<file path="src/design/mio_route_pkg.sv">
`default_nettype none

package mio_route_pkg;

   //##########################################################
   // Widths and address map
   //##########################################################

   localparam int aw = 32;                // Address and data width

   localparam logic [11:0] id       = 12'h810; // Local block id in dstaddr[31:20]
   localparam logic [11:0] remap_id = 12'h3E0; // Outgoing slave id over MIO
   localparam logic [3:0] egroup_rr = 4'hD;    // Read-response group in dstaddr[19:16]

   localparam int reg_words = 16;         // Register file depth
   localparam int reg_idx_w = 4;          // Index from dstaddr[5:2]

   //##########################################################
   // Packet types
   //##########################################################

   // Field order matches the flat emesh packet with write on top
   typedef struct packed {
      logic          write;               // 1 = write, 0 = read
      logic [1:0]    datamode;            // Transfer size
      logic [4:0]    ctrlmode;            // Sideband control
      logic [aw-1:0] dstaddr;             // Destination address
      logic [aw-1:0] data;                // Write data / read payload
      logic [aw-1:0] srcaddr;             // Return address for reads
   } emesh_packet_t;                      // 104 bits

   // Strobe plus packet, used on every link
   typedef struct packed {
      logic          access;              // Packet valid this cycle
      emesh_packet_t packet;
   } emesh_req_t;                         // 105 bits

   // Where a MIO receive packet goes
   typedef enum logic [1:0] {
      route_rr,                           // Slave read response
      route_mwr,                          // Master write
      route_mrd                           // Master read
   } rx_route_e;

endpackage

`default_nettype wire
</file>
<file path="src/design/mio_route_top.sv">
`timescale 1ns/1ps
`default_nettype none

module mio_route_top (
   input  logic                      sys_clk,
   input  logic                      rst_n,
   // Slave side
   input  mio_route_pkg::emesh_req_t s_wr,
   output logic                      s_wr_wait,
   input  mio_route_pkg::emesh_req_t s_rd,
   output logic                      s_rd_wait,
   output mio_route_pkg::emesh_req_t s_rr,
   input  logic                      s_rr_wait,
   // Master side
   output mio_route_pkg::emesh_req_t m_wr,
   input  logic                      m_wr_wait,
   output mio_route_pkg::emesh_req_t m_rd,
   input  logic                      m_rd_wait,
   input  mio_route_pkg::emesh_req_t m_rr,
   output logic                      m_rr_wait,
   // MIO link
   output mio_route_pkg::emesh_req_t mio_tx,
   input  logic                      mio_tx_wait,
   input  mio_route_pkg::emesh_req_t mio_rx,
   output logic                      mio_rx_wait
);

   mio_route_pkg::emesh_req_t wr_mio, rd_mio;   // Remapped slave requests
   mio_route_pkg::emesh_req_t wr_reg, rd_reg;   // Local slave requests
   mio_route_pkg::emesh_req_t tx_in [3];        // s_wr, s_rd, m_rr
   mio_route_pkg::emesh_req_t reg_in [2];       // s_wr, s_rd
   mio_route_pkg::emesh_req_t reg_req;          // Into register block
   mio_route_pkg::emesh_req_t reg_resp;         // Register read response
   mio_route_pkg::emesh_req_t rr_cand;          // MIO read response
   logic [2:0]                tx_wait;
   logic [1:0]                reg_in_wait;
   logic                      reg_req_wait;
   logic                      reg_resp_wait;
   logic                      rr_cand_wait;

   //##########################################################
   // Slave request split
   //##########################################################

   slave_req_decode u_decode (
      .s_wr        (s_wr),
      .s_rd        (s_rd),
      .wr_mio      (wr_mio),
      .rd_mio      (rd_mio),
      .wr_reg      (wr_reg),
      .rd_reg      (rd_reg),
      .wr_mio_wait (tx_wait[0]),
      .rd_mio_wait (tx_wait[1]),
      .wr_reg_wait (reg_in_wait[0]),
      .rd_reg_wait (reg_in_wait[1]),
      .s_wr_wait   (s_wr_wait),
      .s_rd_wait   (s_rd_wait)
   );

   //##########################################################
   // MIO transmit and register muxes
   //##########################################################

   assign tx_in[0]  = wr_mio;                   // Highest priority
   assign tx_in[1]  = rd_mio;
   assign tx_in[2]  = m_rr;                     // Master read responses last
   assign m_rr_wait = tx_wait[2];

   emesh_priority_mux #(.n(3)) tx_mux (
      .req_in   (tx_in),
      .wait_in  (mio_tx_wait),
      .req_out  (mio_tx),
      .wait_out (tx_wait)
   );

   assign reg_in[0] = wr_reg;
   assign reg_in[1] = rd_reg;

   emesh_priority_mux #(.n(2)) reg_mux (
      .req_in   (reg_in),
      .wait_in  (reg_req_wait),
      .req_out  (reg_req),
      .wait_out (reg_in_wait)
   );

   mio_reg_block u_regs (
      .sys_clk   (sys_clk),
      .rst_n     (rst_n),
      .req       (reg_req),
      .req_wait  (reg_req_wait),
      .resp      (reg_resp),
      .resp_wait (reg_resp_wait)
   );

   //##########################################################
   // MIO receive and slave read response
   //##########################################################

   rx_dispatch u_rx (
      .rx        (mio_rx),
      .rx_wait   (mio_rx_wait),
      .rr_cand   (rr_cand),
      .m_wr      (m_wr),
      .m_rd      (m_rd),
      .rr_wait   (rr_cand_wait),
      .m_wr_wait (m_wr_wait),
      .m_rd_wait (m_rd_wait)
   );

   response_arbiter u_rr_arb (
      .mio_rr      (rr_cand),
      .reg_rr      (reg_resp),
      .s_rr_wait   (s_rr_wait),
      .s_rr        (s_rr),
      .mio_rr_wait (rr_cand_wait),
      .reg_rr_wait (reg_resp_wait)
   );

endmodule

`default_nettype wire

</file>
<file path="src/design/response_arbiter.sv">
`timescale 1ns/1ps
`default_nettype none

module response_arbiter (
   input  mio_route_pkg::emesh_req_t mio_rr,      // From MIO receive
   input  mio_route_pkg::emesh_req_t reg_rr,      // From register block
   input  logic                      s_rr_wait,   // Slave port stall
   output mio_route_pkg::emesh_req_t s_rr,        // Slave read response
   output logic                      mio_rr_wait,
   output logic                      reg_rr_wait
);

   //##########################################################
   // Fixed priority with MIO first
   //##########################################################

   assign s_rr = mio_rr.access ? mio_rr : reg_rr;

   assign mio_rr_wait = mio_rr.access & s_rr_wait;                  // Winner
   assign reg_rr_wait = reg_rr.access & (mio_rr.access | s_rr_wait); // Loses to MIO

   // Two responses can never both move onto the one port
   always_comb begin
      assert final (!((mio_rr.access === 1'b1) && (reg_rr.access === 1'b1)) ||
                    mio_rr_wait || reg_rr_wait)
         else $error("response_arbiter: both responses granted");
   end

endmodule

`default_nettype wire

</file>
<file path="src/design/rx_dispatch.sv">
`timescale 1ns/1ps
`default_nettype none

module rx_dispatch (
   input  mio_route_pkg::emesh_req_t rx,        // MIO receive packet
   output logic                      rx_wait,   // Back-pressure to MIO rx
   output mio_route_pkg::emesh_req_t rr_cand,   // To response arbiter
   output mio_route_pkg::emesh_req_t m_wr,      // Master write port
   output mio_route_pkg::emesh_req_t m_rd,      // Master read port
   input  logic                      rr_wait,
   input  logic                      m_wr_wait,
   input  logic                      m_rd_wait
);

   mio_route_pkg::rx_route_e route;             // Chosen destination
   logic                     rr_hit;            // Local read-response address

   //##########################################################
   // Classify
   //##########################################################

   assign rr_hit = (rx.packet.dstaddr[31:20] == mio_route_pkg::id) &&
                   (rx.packet.dstaddr[19:16] == mio_route_pkg::egroup_rr);

   always_comb begin
      if (rr_hit) begin
         route = mio_route_pkg::route_rr;       // Answer to a slave read
      end else if (rx.packet.write) begin
         route = mio_route_pkg::route_mwr;
      end else begin
         route = mio_route_pkg::route_mrd;
      end
   end

   //##########################################################
   // Steer access and wait
   //##########################################################

   always_comb begin
      rr_cand        = rx;                      // Packet fanned out to all
      m_wr           = rx;
      m_rd           = rx;
      rr_cand.access = rx.access && (route == mio_route_pkg::route_rr);
      m_wr.access    = rx.access && (route == mio_route_pkg::route_mwr);
      m_rd.access    = rx.access && (route == mio_route_pkg::route_mrd);
      unique case (route)
         mio_route_pkg::route_rr:  rx_wait = rr_wait;
         mio_route_pkg::route_mwr: rx_wait = m_wr_wait;
         default:                  rx_wait = m_rd_wait;
      endcase
   end

endmodule

`default_nettype wire

</file>
<file path="src/design/mio_reg_block.sv">
`timescale 1ns/1ps
`default_nettype none

module mio_reg_block (
   input  logic                      sys_clk,
   input  logic                      rst_n,
   input  mio_route_pkg::emesh_req_t req,       // Write or read request
   output logic                      req_wait,  // Stall while resp blocked
   output mio_route_pkg::emesh_req_t resp,      // Read response
   input  logic                      resp_wait  // Response not granted
);

   logic [mio_route_pkg::aw-1:0]        regs [mio_route_pkg::reg_words];
   logic [mio_route_pkg::reg_idx_w-1:0] idx;        // Word select
   logic                                req_fire;   // Request accepted
   logic                                wr_fire;    // Accepted write
   logic                                rd_fire;    // Accepted read
   logic                                resp_valid; // Response pending
   mio_route_pkg::emesh_packet_t        resp_pkt;   // Response payload

   assign idx      = req.packet.dstaddr[5:2];
   assign req_wait = resp_valid & resp_wait;   // Held response blocks new work
   assign req_fire = req.access & ~req_wait;
   assign wr_fire  = req_fire & req.packet.write;
   assign rd_fire  = req_fire & ~req.packet.write;

   //##########################################################
   // Register file
   //##########################################################

   always_ff @(posedge sys_clk or negedge rst_n) begin
      if (!rst_n) begin
         for (int i = 0; i < mio_route_pkg::reg_words; i++) begin
            regs[i] <= '0;
         end
      end else if (wr_fire) begin
         regs[idx] <= req.packet.data;         // Write lands this edge
      end
   end

   //##########################################################
   // Read response
   //##########################################################

   always_ff @(posedge sys_clk or negedge rst_n) begin
      if (!rst_n) begin
         resp_valid <= 1'b0;
      end else if (rd_fire) begin
         resp_valid <= 1'b1;                   // Valid from next cycle
      end else if (!resp_wait) begin
         resp_valid <= 1'b0;                   // Taken by arbiter
      end
   end

   always_ff @(posedge sys_clk or negedge rst_n) begin
      if (!rst_n) begin
         resp_pkt <= '0;
      end else if (rd_fire) begin
         resp_pkt.write    <= 1'b1;            // Response goes back as write
         resp_pkt.datamode <= req.packet.datamode;
         resp_pkt.ctrlmode <= req.packet.ctrlmode;
         resp_pkt.dstaddr  <= req.packet.srcaddr; // Back to requester
         resp_pkt.data     <= regs[idx];
         resp_pkt.srcaddr  <= req.packet.dstaddr;
      end
   end

   assign resp = '{access: resp_valid, packet: resp_pkt};

   // A stalled response must stay put until the arbiter takes it
   a_resp_hold: assert property (
      @(posedge sys_clk) disable iff (!rst_n)
      (resp.access && resp_wait) |=> (resp.access && $stable(resp.packet))
   ) else $error("mio_reg_block: held response changed");

endmodule

`default_nettype wire

</file>
<file path="src/design/slave_req_decode.sv">
`timescale 1ns/1ps
`default_nettype none

module slave_req_decode (
   input  mio_route_pkg::emesh_req_t s_wr,        // Slave write request
   input  mio_route_pkg::emesh_req_t s_rd,        // Slave read request
   output mio_route_pkg::emesh_req_t wr_mio,      // Write toward MIO tx
   output mio_route_pkg::emesh_req_t rd_mio,      // Read toward MIO tx
   output mio_route_pkg::emesh_req_t wr_reg,      // Write toward registers
   output mio_route_pkg::emesh_req_t rd_reg,      // Read toward registers
   input  logic                      wr_mio_wait,
   input  logic                      rd_mio_wait,
   input  logic                      wr_reg_wait,
   input  logic                      rd_reg_wait,
   output logic                      s_wr_wait,
   output logic                      s_rd_wait
);

   logic wr_match;                        // Write hits local id
   logic rd_match;                        // Read hits local id

   // Swap the id field for the far side of the link
   function automatic mio_route_pkg::emesh_req_t remap(
      input mio_route_pkg::emesh_req_t r
   );
      mio_route_pkg::emesh_req_t o;
      o                      = r;
      o.packet.dstaddr[31:20] = mio_route_pkg::remap_id;
      return o;
   endfunction

   //##########################################################
   // Address match and split
   //##########################################################

   assign wr_match = (s_wr.packet.dstaddr[31:20] == mio_route_pkg::id);
   assign rd_match = (s_rd.packet.dstaddr[31:20] == mio_route_pkg::id);

   always_comb begin
      wr_reg        = s_wr;                      // Local side unchanged
      wr_reg.access = s_wr.access & wr_match;
      wr_mio        = remap(s_wr);
      wr_mio.access = s_wr.access & ~wr_match;   // Everything else to MIO
      rd_reg        = s_rd;
      rd_reg.access = s_rd.access & rd_match;
      rd_mio        = remap(s_rd);
      rd_mio.access = s_rd.access & ~rd_match;
   end

   // Stall only on the path actually taken
   assign s_wr_wait = (wr_reg.access & wr_reg_wait) | (wr_mio.access & wr_mio_wait);
   assign s_rd_wait = (rd_reg.access & rd_reg_wait) | (rd_mio.access & rd_mio_wait);

endmodule

`default_nettype wire

</file>
<file path="src/design/emesh_priority_mux.sv">
`timescale 1ns/1ps
`default_nettype none

module emesh_priority_mux #(
   parameter int n = 3                    // Input count with index 0 highest
) (
   input  mio_route_pkg::emesh_req_t req_in [n], // Candidates
   input  logic                      wait_in,    // Wait from the shared sink
   output mio_route_pkg::emesh_req_t req_out,    // Selected packet
   output logic [n-1:0]              wait_out    // Per-input stall
);

   logic         found;                   // A winner already taken
   logic [n-1:0] acc_vec;                 // Access strobes, flat

   always_comb begin
      req_out  = '0;
      wait_out = '0;
      found    = 1'b0;
      for (int i = 0; i < n; i++) begin
         acc_vec[i] = req_in[i].access;
         if (req_in[i].access) begin
            if (!found) begin
               req_out     = req_in[i];   // Lowest index wins
               wait_out[i] = wait_in;     // Winner sees sink wait
               found       = 1'b1;
            end else begin
               wait_out[i] = 1'b1;        // Losers hold
            end
         end
      end
   end

   // Exactly one requester moves per cycle when the sink is open
   always_comb begin
      assert final ((req_out.access !== 1'b1) || wait_in ||
                    ($countones(acc_vec & ~wait_out) == 1))
         else $error("emesh_priority_mux: %0d inputs unwaited",
                     $countones(acc_vec & ~wait_out));
   end

endmodule

`default_nettype wire

</file>
<file path="config.mk">
export PLATFORM = sky130hd
export DESIGN_NAME = mio_route_top
export DESIGN_NICKNAME = d
export VERILOG_FILES = /design/src/design/mio_route_pkg.sv /design/src/design/mio_route_top.sv /design/src/design/response_arbiter.sv /design/src/design/rx_dispatch.sv /design/src/design/mio_reg_block.sv /design/src/design/slave_req_decode.sv /design/src/design/emesh_priority_mux.sv
export SDC_FILE = /design/constraint.sdc
export NUM_CORES = 1
export LEC_CHECK = 0
export ABC_CLOCK_PERIOD_IN_PS = 2200
export BUFFER_PORTS_ARGS = -buffer_cell sky130_fd_sc_hd__buf_2
export CORE_AREA = 2 2 331 333
export CTS_BUF_LIST = sky130_fd_sc_hd__clkbuf_4 sky130_fd_sc_hd__clkbuf_8
export CTS_CLUSTER_SIZE = 14
export DETAILED_ROUTE_END_ITERATION = 10
export DIE_AREA = 0 0 333 335
export MAX_ROUTING_LAYER = met4
export SKIP_LAST_GASP = 1
export SYNTH_ARGS = -nofsm -noshare
export SYNTH_HDL_FRONTEND = slang
export SYNTH_HIERARCHICAL = 1
export SYNTH_SLANG_ARGS = --single-unit
</file>
<file path="constraint.sdc">
create_clock -name sys_clk -period 2.2 [get_ports sys_clk]
set_input_delay 0.11 -clock sys_clk [delete_from_list [all_inputs] [get_ports sys_clk]]
set_output_delay 0.11 -clock sys_clk [all_outputs]
set_load 0.01 [all_outputs]
</file>
Word level (Yosys, flattened, before mapping)
Cells that the tools add are included.
{"block": "word_totals", "n_memories": 0, "out_inout_bits": 424, "romBits": 0, "ram_bits": 0, "ff_bits": 617, "elab_cells": 91, "in_bits": 426, "latch_bits": 0}
{"block": "classes", "div": 0, "add_sub_neg": 0, "muxes": 31, "bitwise": 22, "reduce_logical": 6, "n_lt_le_gt_ge": 2, "n_shift": 0, "n_eq_ne": 7, "mul": 0}
{"cell": "2-to-1 mux 105 bit", "count": 9}
{"cell": "bitwise mux 512 bit", "count": 1}
{"cell": "binary-select mux 32 bit (select 4 bit)", "count": 1}
{"cell": "demux 32 bit (select 4 bit)", "count": 1}
{"cell": "2-to-1 mux 32 bit", "count": 3}
{"cell": "== test 12 bit (second input constant)", "count": 3}
{"cell": "AND 1 bit", "count": 14}
{"cell": "2-to-1 mux 1 bit", "count": 13}
{"cell": ">= comparator 5 bit (second input constant)", "count": 1}
{"cell": "logical AND 1 bit", "count": 5}
{"cell": "< comparator 5 x 1 -> 1 bit (second input constant)", "count": 1}
{"cell": "inverter 4 -> 5 bit", "count": 1}
{"cell": "== test 4 bit (second input constant)", "count": 1}
{"cell": "2-to-1 mux 2 bit", "count": 2}
{"cell": "inverter 1 bit", "count": 4}
{"cell": "OR 1 bit", "count": 3}
{"cell": "== test 2 x 1 -> 1 bit (second input constant)", "count": 1}
{"cell": "== test 2 bit (second input constant)", "count": 1}
{"cell": "logical NOT 2 bit", "count": 1}
{"cell": "inequality test 2 bit (second input constant)", "count": 1}
{"cell": "case mux 1 bit (2 select lines)", "count": 1}

Longest topological paths before layout
{"block": "logic_depth", "ltp_word": 12, "depth_mapped": 17, "ltp_nobuf": 9}

By module
The synthesis kept the hierarchy.
{"module": "mio_reg_block", "seq_area_each_um2": 15439.8, "instances": 1, "area_per_inst_um2": 26943.3, "cells_per_inst": 2002}
{"module": "slave_req_decode", "seq_area_each_um2": 0.0, "instances": 1, "area_per_inst_um2": 3278.1, "cells_per_inst": 436}
{"module": "emesh_priority_mux at tx_mux", "seq_area_each_um2": 0.0, "instances": 1, "area_per_inst_um2": 3133.0, "cells_per_inst": 478}
{"module": "rx_dispatch", "seq_area_each_um2": 0.0, "instances": 1, "area_per_inst_um2": 2462.4, "cells_per_inst": 323}
{"module": "response_arbiter", "seq_area_each_um2": 0.0, "instances": 1, "area_per_inst_um2": 1383.8, "cells_per_inst": 119}
{"module": "emesh_priority_mux at reg_mux", "seq_area_each_um2": 0.0, "instances": 1, "area_per_inst_um2": 1094.8, "cells_per_inst": 132}

Least setup slack after synthesis
OpenSTA, ideal clock, no wires.
{"block": "synth_path", "path_type": "input port to flip-flop", "from": "input s_wr[92] (netlist name)", "to": "register u_regs/regs[225] (netlist name)", "required_ns": 2.075, "arrival_ns": 2.821, "path_stages": 13, "setup_time_ns": 0.125, "n_path_buf": 5, "path_slack_ns": -0.745, "path_cell_list": "nor4b_2 -> and3_2 -> and2_1 -> buf_4 -> nor2b_1 -> buf_2 -> buf_6 -> buf_6 -> a22o_1 -> or4b_4 -> nor3_4 -> buf_6 -> mux2_2"}
{"element": "from (decl)", "line": "mio_route_top.sv:8", "text": "input mio_route_pkg::emesh_req_t s_wr,"}
{"element": "to (signal, indexed assignment)", "line": "mio_reg_block.sv:37", "text": "regs[idx] <= req.packet.data;"}
{"element": "to (decl)", "line": "mio_reg_block.sv:13", "text": "logic [mio_route_pkg::aw-1:0] regs [mio_route_pkg::reg_words];"}

==> flow_metrics.env <==
export IMPL_antenna_violating_nets_post_route=0
export IMPL_delay_of_the_slowest_critical_path_stage_ns=0.47
export IMPL_detail_route_drc_violations=0
export IMPL_numPlacedInstances=5095
export IMPL_synthesis_area_per_instance_um2=11.0
export IMPL_timing_worst_setup_path_type="in -> reg"
export IMPL_p_leak_nw=23.0
export IMPL_post_dp_hpwl_um=114000
export IMPL_pre_cts_slack_ns=-1.55
export IMPL_reg2reg_depth=9
export IMPL_timing_critical_path_max_delay_family="simple AND/OR/NAND/NOR gates"
export IMPL_clkTransAtPathRegs_ns=0.06
export IMPL_cp_num_cells=17
export IMPL_worst_path_buf_inv=8
export IMPL_initialDrtViolationCount=2578
export IMPL_clock_sinks=617
export IMPL_worst_slew_margin_rel_pct=37.2
export IMPL_cts_tree="done"
export IMPL_violations="setup timing"
export IMPL_routed_wirelength_um=159000
export IMPL_rsz0062_at_grt="true"
export IMPL_period_share_pct=114
export IMPL_timing_critical_path_required_ns=2.83
export IMPL_hold_path_class="in -> reg"
export IMPL_status="finished with violations"
export IMPL_via_count_of_the_first_global_routing_pass=28300
export IMPL_finalSetupViolCount=615
export IMPL_synth_async_sr_flop_share_pct=100
export IMPL_cp_end_kind="flop"
export IMPL_area_growth_synth_to_final_pct=25.8
export IMPL_design_portCount=850
export IMPL_routedWlPerCell_um=28.4
export IMPL_post_drt_via_cell_ratio=5.23
export IMPL_max_freq_mhz=398
export IMPL_worst_path_max_delay_cell="sky130_fd_sc_hd__nor4_4"
export IMPL_clock_insertion_delay_worst_skew_ns=0.79
export IMPL_synth_seq_area_share_pct=40.3
export IMPL_timing_hold_ws_ns=0.0527
export IMPL_final_hold_violation_count=0
export IMPL_synthesis_instances=3490
export IMPL_wire_length_of_the_first_global_routing_pass_um=215000
export IMPL_worst_clock_skew_ns=0.0388
export IMPL_die_area_mm2=0.112
export IMPL_cts_made_buffers=107
export IMPL_grtUsageTotal_pct=27.5
export IMPL_row_count=121
export IMPL_core_area_mm2=0.108
export IMPL_gp_congestion=0.973
export IMPL_synth_area_mm2=0.0383
export IMPL_worst_endpoint_arrival_ns=3.14
export IMPL_cellPowerDensity_mw_per_mm2=528
export IMPL_critPathMaxFanout=5
export IMPL_antenna_found_initial=52
export IMPL_cts_root_to_sink_buffers=3
export IMPL_ctsHtreeMaxLevel=3
export IMPL_hold_path_depth=4
export IMPL_slew_viol_final=0
export IMPL_instances_no_fill=5588
export IMPL_detail_route_first_pass_iterations=8
export IMPL_timing_max_cap_violations=0
export IMPL_floorplan_die_width_um=333
export IMPL_tightest_slew_ns=0.941
export IMPL_crit_chain="buf_8, nor4_4, buf_4, and3_4, and2_4, nor2b_4, buf_6, a22o_4, buf_4, buf_12, clkbuf_16, buf_6, buf_4, mux2i_1, o22ai_2, nor4_1, a21oi_1"
export IMPL_initial_utilization_pct=35.4
export IMPL_fillCellCount=10100
export IMPL_period_minus_slack_ns=2.51
export IMPL_global_route_overflow_total=0
export IMPL_final_critical_path_setup_slack_ns=-0.314
export IMPL_share_of_post_route_cells_with_drive_strength_above_1_pct=53.9
export IMPL_height_of_the_die_um=335
export IMPL_critPathMostFrequentCell="sky130_fd_sc_hd__buf_4"
export IMPL_ys_warnings_count=6
export IMPL_cts_root_buffer_cell="sky130_fd_sc_hd__clkbuf_8"
export IMPL_vdd_ir_drop_worst_mv=0.415
export IMPL_synth_seq_cells=617
export IMPL_postSynth_topFlopCell="sky130_fd_sc_hd__dfrtp_1"
export IMPL_num_nets_final=4501
export IMPL_cp_start_kind="input pin"
export IMPL_synth_edff_count=0
export IMPL_grt_start_max_net_pins=75
export IMPL_routed_via_count=29200
export IMPL_synth_distinct_cells=50
export IMPL_port_buffer_count=849
## worst min-delay path, stage by stage
cell and delay, ns:
sky130_fd_sc_hd__buf_2 0.17, sky130_fd_sc_hd__a22o_1 0.22, sky130_fd_sc_hd__buf_12 0.16, sky130_fd_sc_hd__mux2_4 0.14
## report_power, final
| part | internal, mW | switching (mW) | leakage (nW) |
|---|---|---|---|
| clock | 6.21 | 5.10 | 1.20 |
| sequential | 11.4 | 0.0130 | 8.62 |
| combinational | 1.14 | 1.63 | 13.2 |
## logic make-up (layout without fill, tap and decap cells)
group | Yosys count | count (layout) | share of synthesized area (%)
buffers and inverters | 986 | 1621 | 18.0
muxes | 844 | 844 | 25.4
DFF | 617 | 617 | 40.3
and+or+nand+nor | 575 | 575 | 8.11
AOI/OAI and AO/OA | 466 | 466 | 8.17
other | 2 | 51 | 0.0196
## area by class of cell
cell class              instances  area (um^2)  area share (%)
inverters                       1         6.26          0.0130
repair buffers               1439        11500            24.0
clock inverters                20          259           0.538
clock buffers                 161         2000            4.16
well taps                    1414         1770            3.67
flip-flops and latches        617        15400            32.1
multi-input cells            1909        17100            35.4
diodes                         27         67.6           0.140
## path summary, 6_finish.rpt
path                                   start                to  slack [ns]
max in group asynchronous              rst_n  u_regs/regs[379]        1.56
min in group asynchronous              rst_n   u_regs/resp[82]        0.17
max                                 s_rd[92]   u_regs/resp[42]       -0.31
min                                 s_rd[44]   u_regs/regs[76]        0.05
min reg2reg                  u_regs/resp[13]   u_regs/resp[13]        0.47
max reg2reg                u_regs/resp_valid  u_regs/regs[232]       -0.21
## synth_stat cells (2+ instances only)
cell / number / area, um^2
sky130_fd_sc_hd__buf_4: 748 / 5620
sky130_fd_sc_hd__dfrtp_1: 617 / 15400
sky130_fd_sc_hd__mux2_2: 570 / 6420
sky130_fd_sc_hd__nand2_1: 230 / 863
sky130_fd_sc_hd__mux2i_1: 194 / 1940
sky130_fd_sc_hd__a21oi_1: 185 / 926
sky130_fd_sc_hd__clkbuf_1: 110 / 413
sky130_fd_sc_hd__nor2b_1: 109 / 682
sky130_fd_sc_hd__nand3b_1: 107 / 803
sky130_fd_sc_hd__a22o_1: 104 / 911
sky130_fd_sc_hd__buf_2: 81 / 405
sky130_fd_sc_hd__nor2_1: 56 / 210
sky130_fd_sc_hd__a21oi_2: 55 / 482
sky130_fd_sc_hd__o22ai_1: 54 / 338
sky130_fd_sc_hd__a221oi_1: 32 / 280
sky130_fd_sc_hd__mux4_2: 32 / 721
sky130_fd_sc_hd__o21ai_0: 32 / 160
sky130_fd_sc_hd__mux2_4: 27 / 405
sky130_fd_sc_hd__nor3_1: 22 / 110
sky130_fd_sc_hd__mux2_1: 21 / 236
sky130_fd_sc_hd__buf_6: 17 / 191
sky130_fd_sc_hd__buf_1: 12 / 45.0
sky130_fd_sc_hd__nor4_1: 12 / 75.1
sky130_fd_sc_hd__and2_1: 7 / 43.8
sky130_fd_sc_hd__buf_8: 7 / 105
sky130_fd_sc_hd__clkbuf_4: 7 / 52.6
sky130_fd_sc_hd__nor4b_2: 7 / 105
sky130_fd_sc_hd__buf_12: 3 / 60.1
sky130_fd_sc_hd__nand2b_1: 3 / 18.8
sky130_fd_sc_hd__nor2_2: 3 / 18.8
sky130_fd_sc_hd__o21a_1: 3 / 22.5
sky130_fd_sc_hd__and3_2: 2 / 15.0
sky130_fd_sc_hd__conb_1: 2 / 7.51
sky130_fd_sc_hd__nor3b_1: 2 / 15.0
sky130_fd_sc_hd__or3_1: 2 / 12.5
## metrics by stage
stage | power [mW] | setup TNS, ns | instance area, um^2 | utilization [%]
floorplan | 13.3 | -324.12 | 38800 | -
global placement | 14.0 | -895.79 | 41400 | 38.3
detailed placement | 14.0 | -881.41 | 41400 | 38.3
CTS | 25.7 | -67.48 | 46800 | 43.3
global route | 26.4 | -88.18 | 48200 | 44.5
finish | 25.5 | -89.94 | 48200 | 44.6
## cell usage in the layout, fill, tap and decap left out, types with 18 or more instances in the layout
master,instances
sky130_fd_sc_hd__a21oi_2,55
sky130_fd_sc_hd__clkbuf_4,34
sky130_fd_sc_hd__nand3b_1,107
sky130_fd_sc_hd__o21ai_0,24
sky130_fd_sc_hd__dlygate4sd3_1,183
sky130_fd_sc_hd__o22ai_2,29
sky130_fd_sc_hd__buf_4,213
sky130_fd_sc_hd__clkbuf_8,127
sky130_fd_sc_hd__conb_1,24
sky130_fd_sc_hd__buf_2,843
sky130_fd_sc_hd__nor2_1,52
sky130_fd_sc_hd__clkbuf_16,18
sky130_fd_sc_hd__buf_16,19
sky130_fd_sc_hd__buf_12,119
sky130_fd_sc_hd__buf_6,31
sky130_fd_sc_hd__a21oi_1,185
sky130_fd_sc_hd__diode_2,27
sky130_fd_sc_hd__mux2_2,462
sky130_fd_sc_hd__mux4_2,32
sky130_fd_sc_hd__a22o_1,100
sky130_fd_sc_hd__mux2_4,144
sky130_fd_sc_hd__o22ai_1,25
sky130_fd_sc_hd__mux2i_1,186
sky130_fd_sc_hd__nor2b_1,104
sky130_fd_sc_hd__nand2_1,224
sky130_fd_sc_hd__dfrtp_1,617
sky130_fd_sc_hd__a221oi_1,28
## flip-flops by register name, indices dropped and copies added (netlist names)
name	flops
u_regs/regs	512
u_regs/resp_valid	1
u_regs/resp	104
## layer usage
metal | wire, um | vias up | global-route usage, %
met1 | 66600 | 15100 | 35.6
met3 | 10800 | 227 | 4.17
met4 | 6600 | 0 | 10.8
met2 | 74900 | 1280 | 43.4
met5 | 0 | - | -
li1 | - | 12700 | -
## repair_timing
| item | in CTS | in global routing |
|---|---|---|
| endpoints found under the hold margin | 1064 | 0 |
| hold buffers | 184 | 0 |
| pin swaps | 8 | 26 |
| setup buffers | 34 | 35 |
| resized for setup | 128 | 153 |
| cloned | 19 | 21 |
| endpoints found under the setup margin | 823 | 744 |
(Power assumes the default switching activity.)
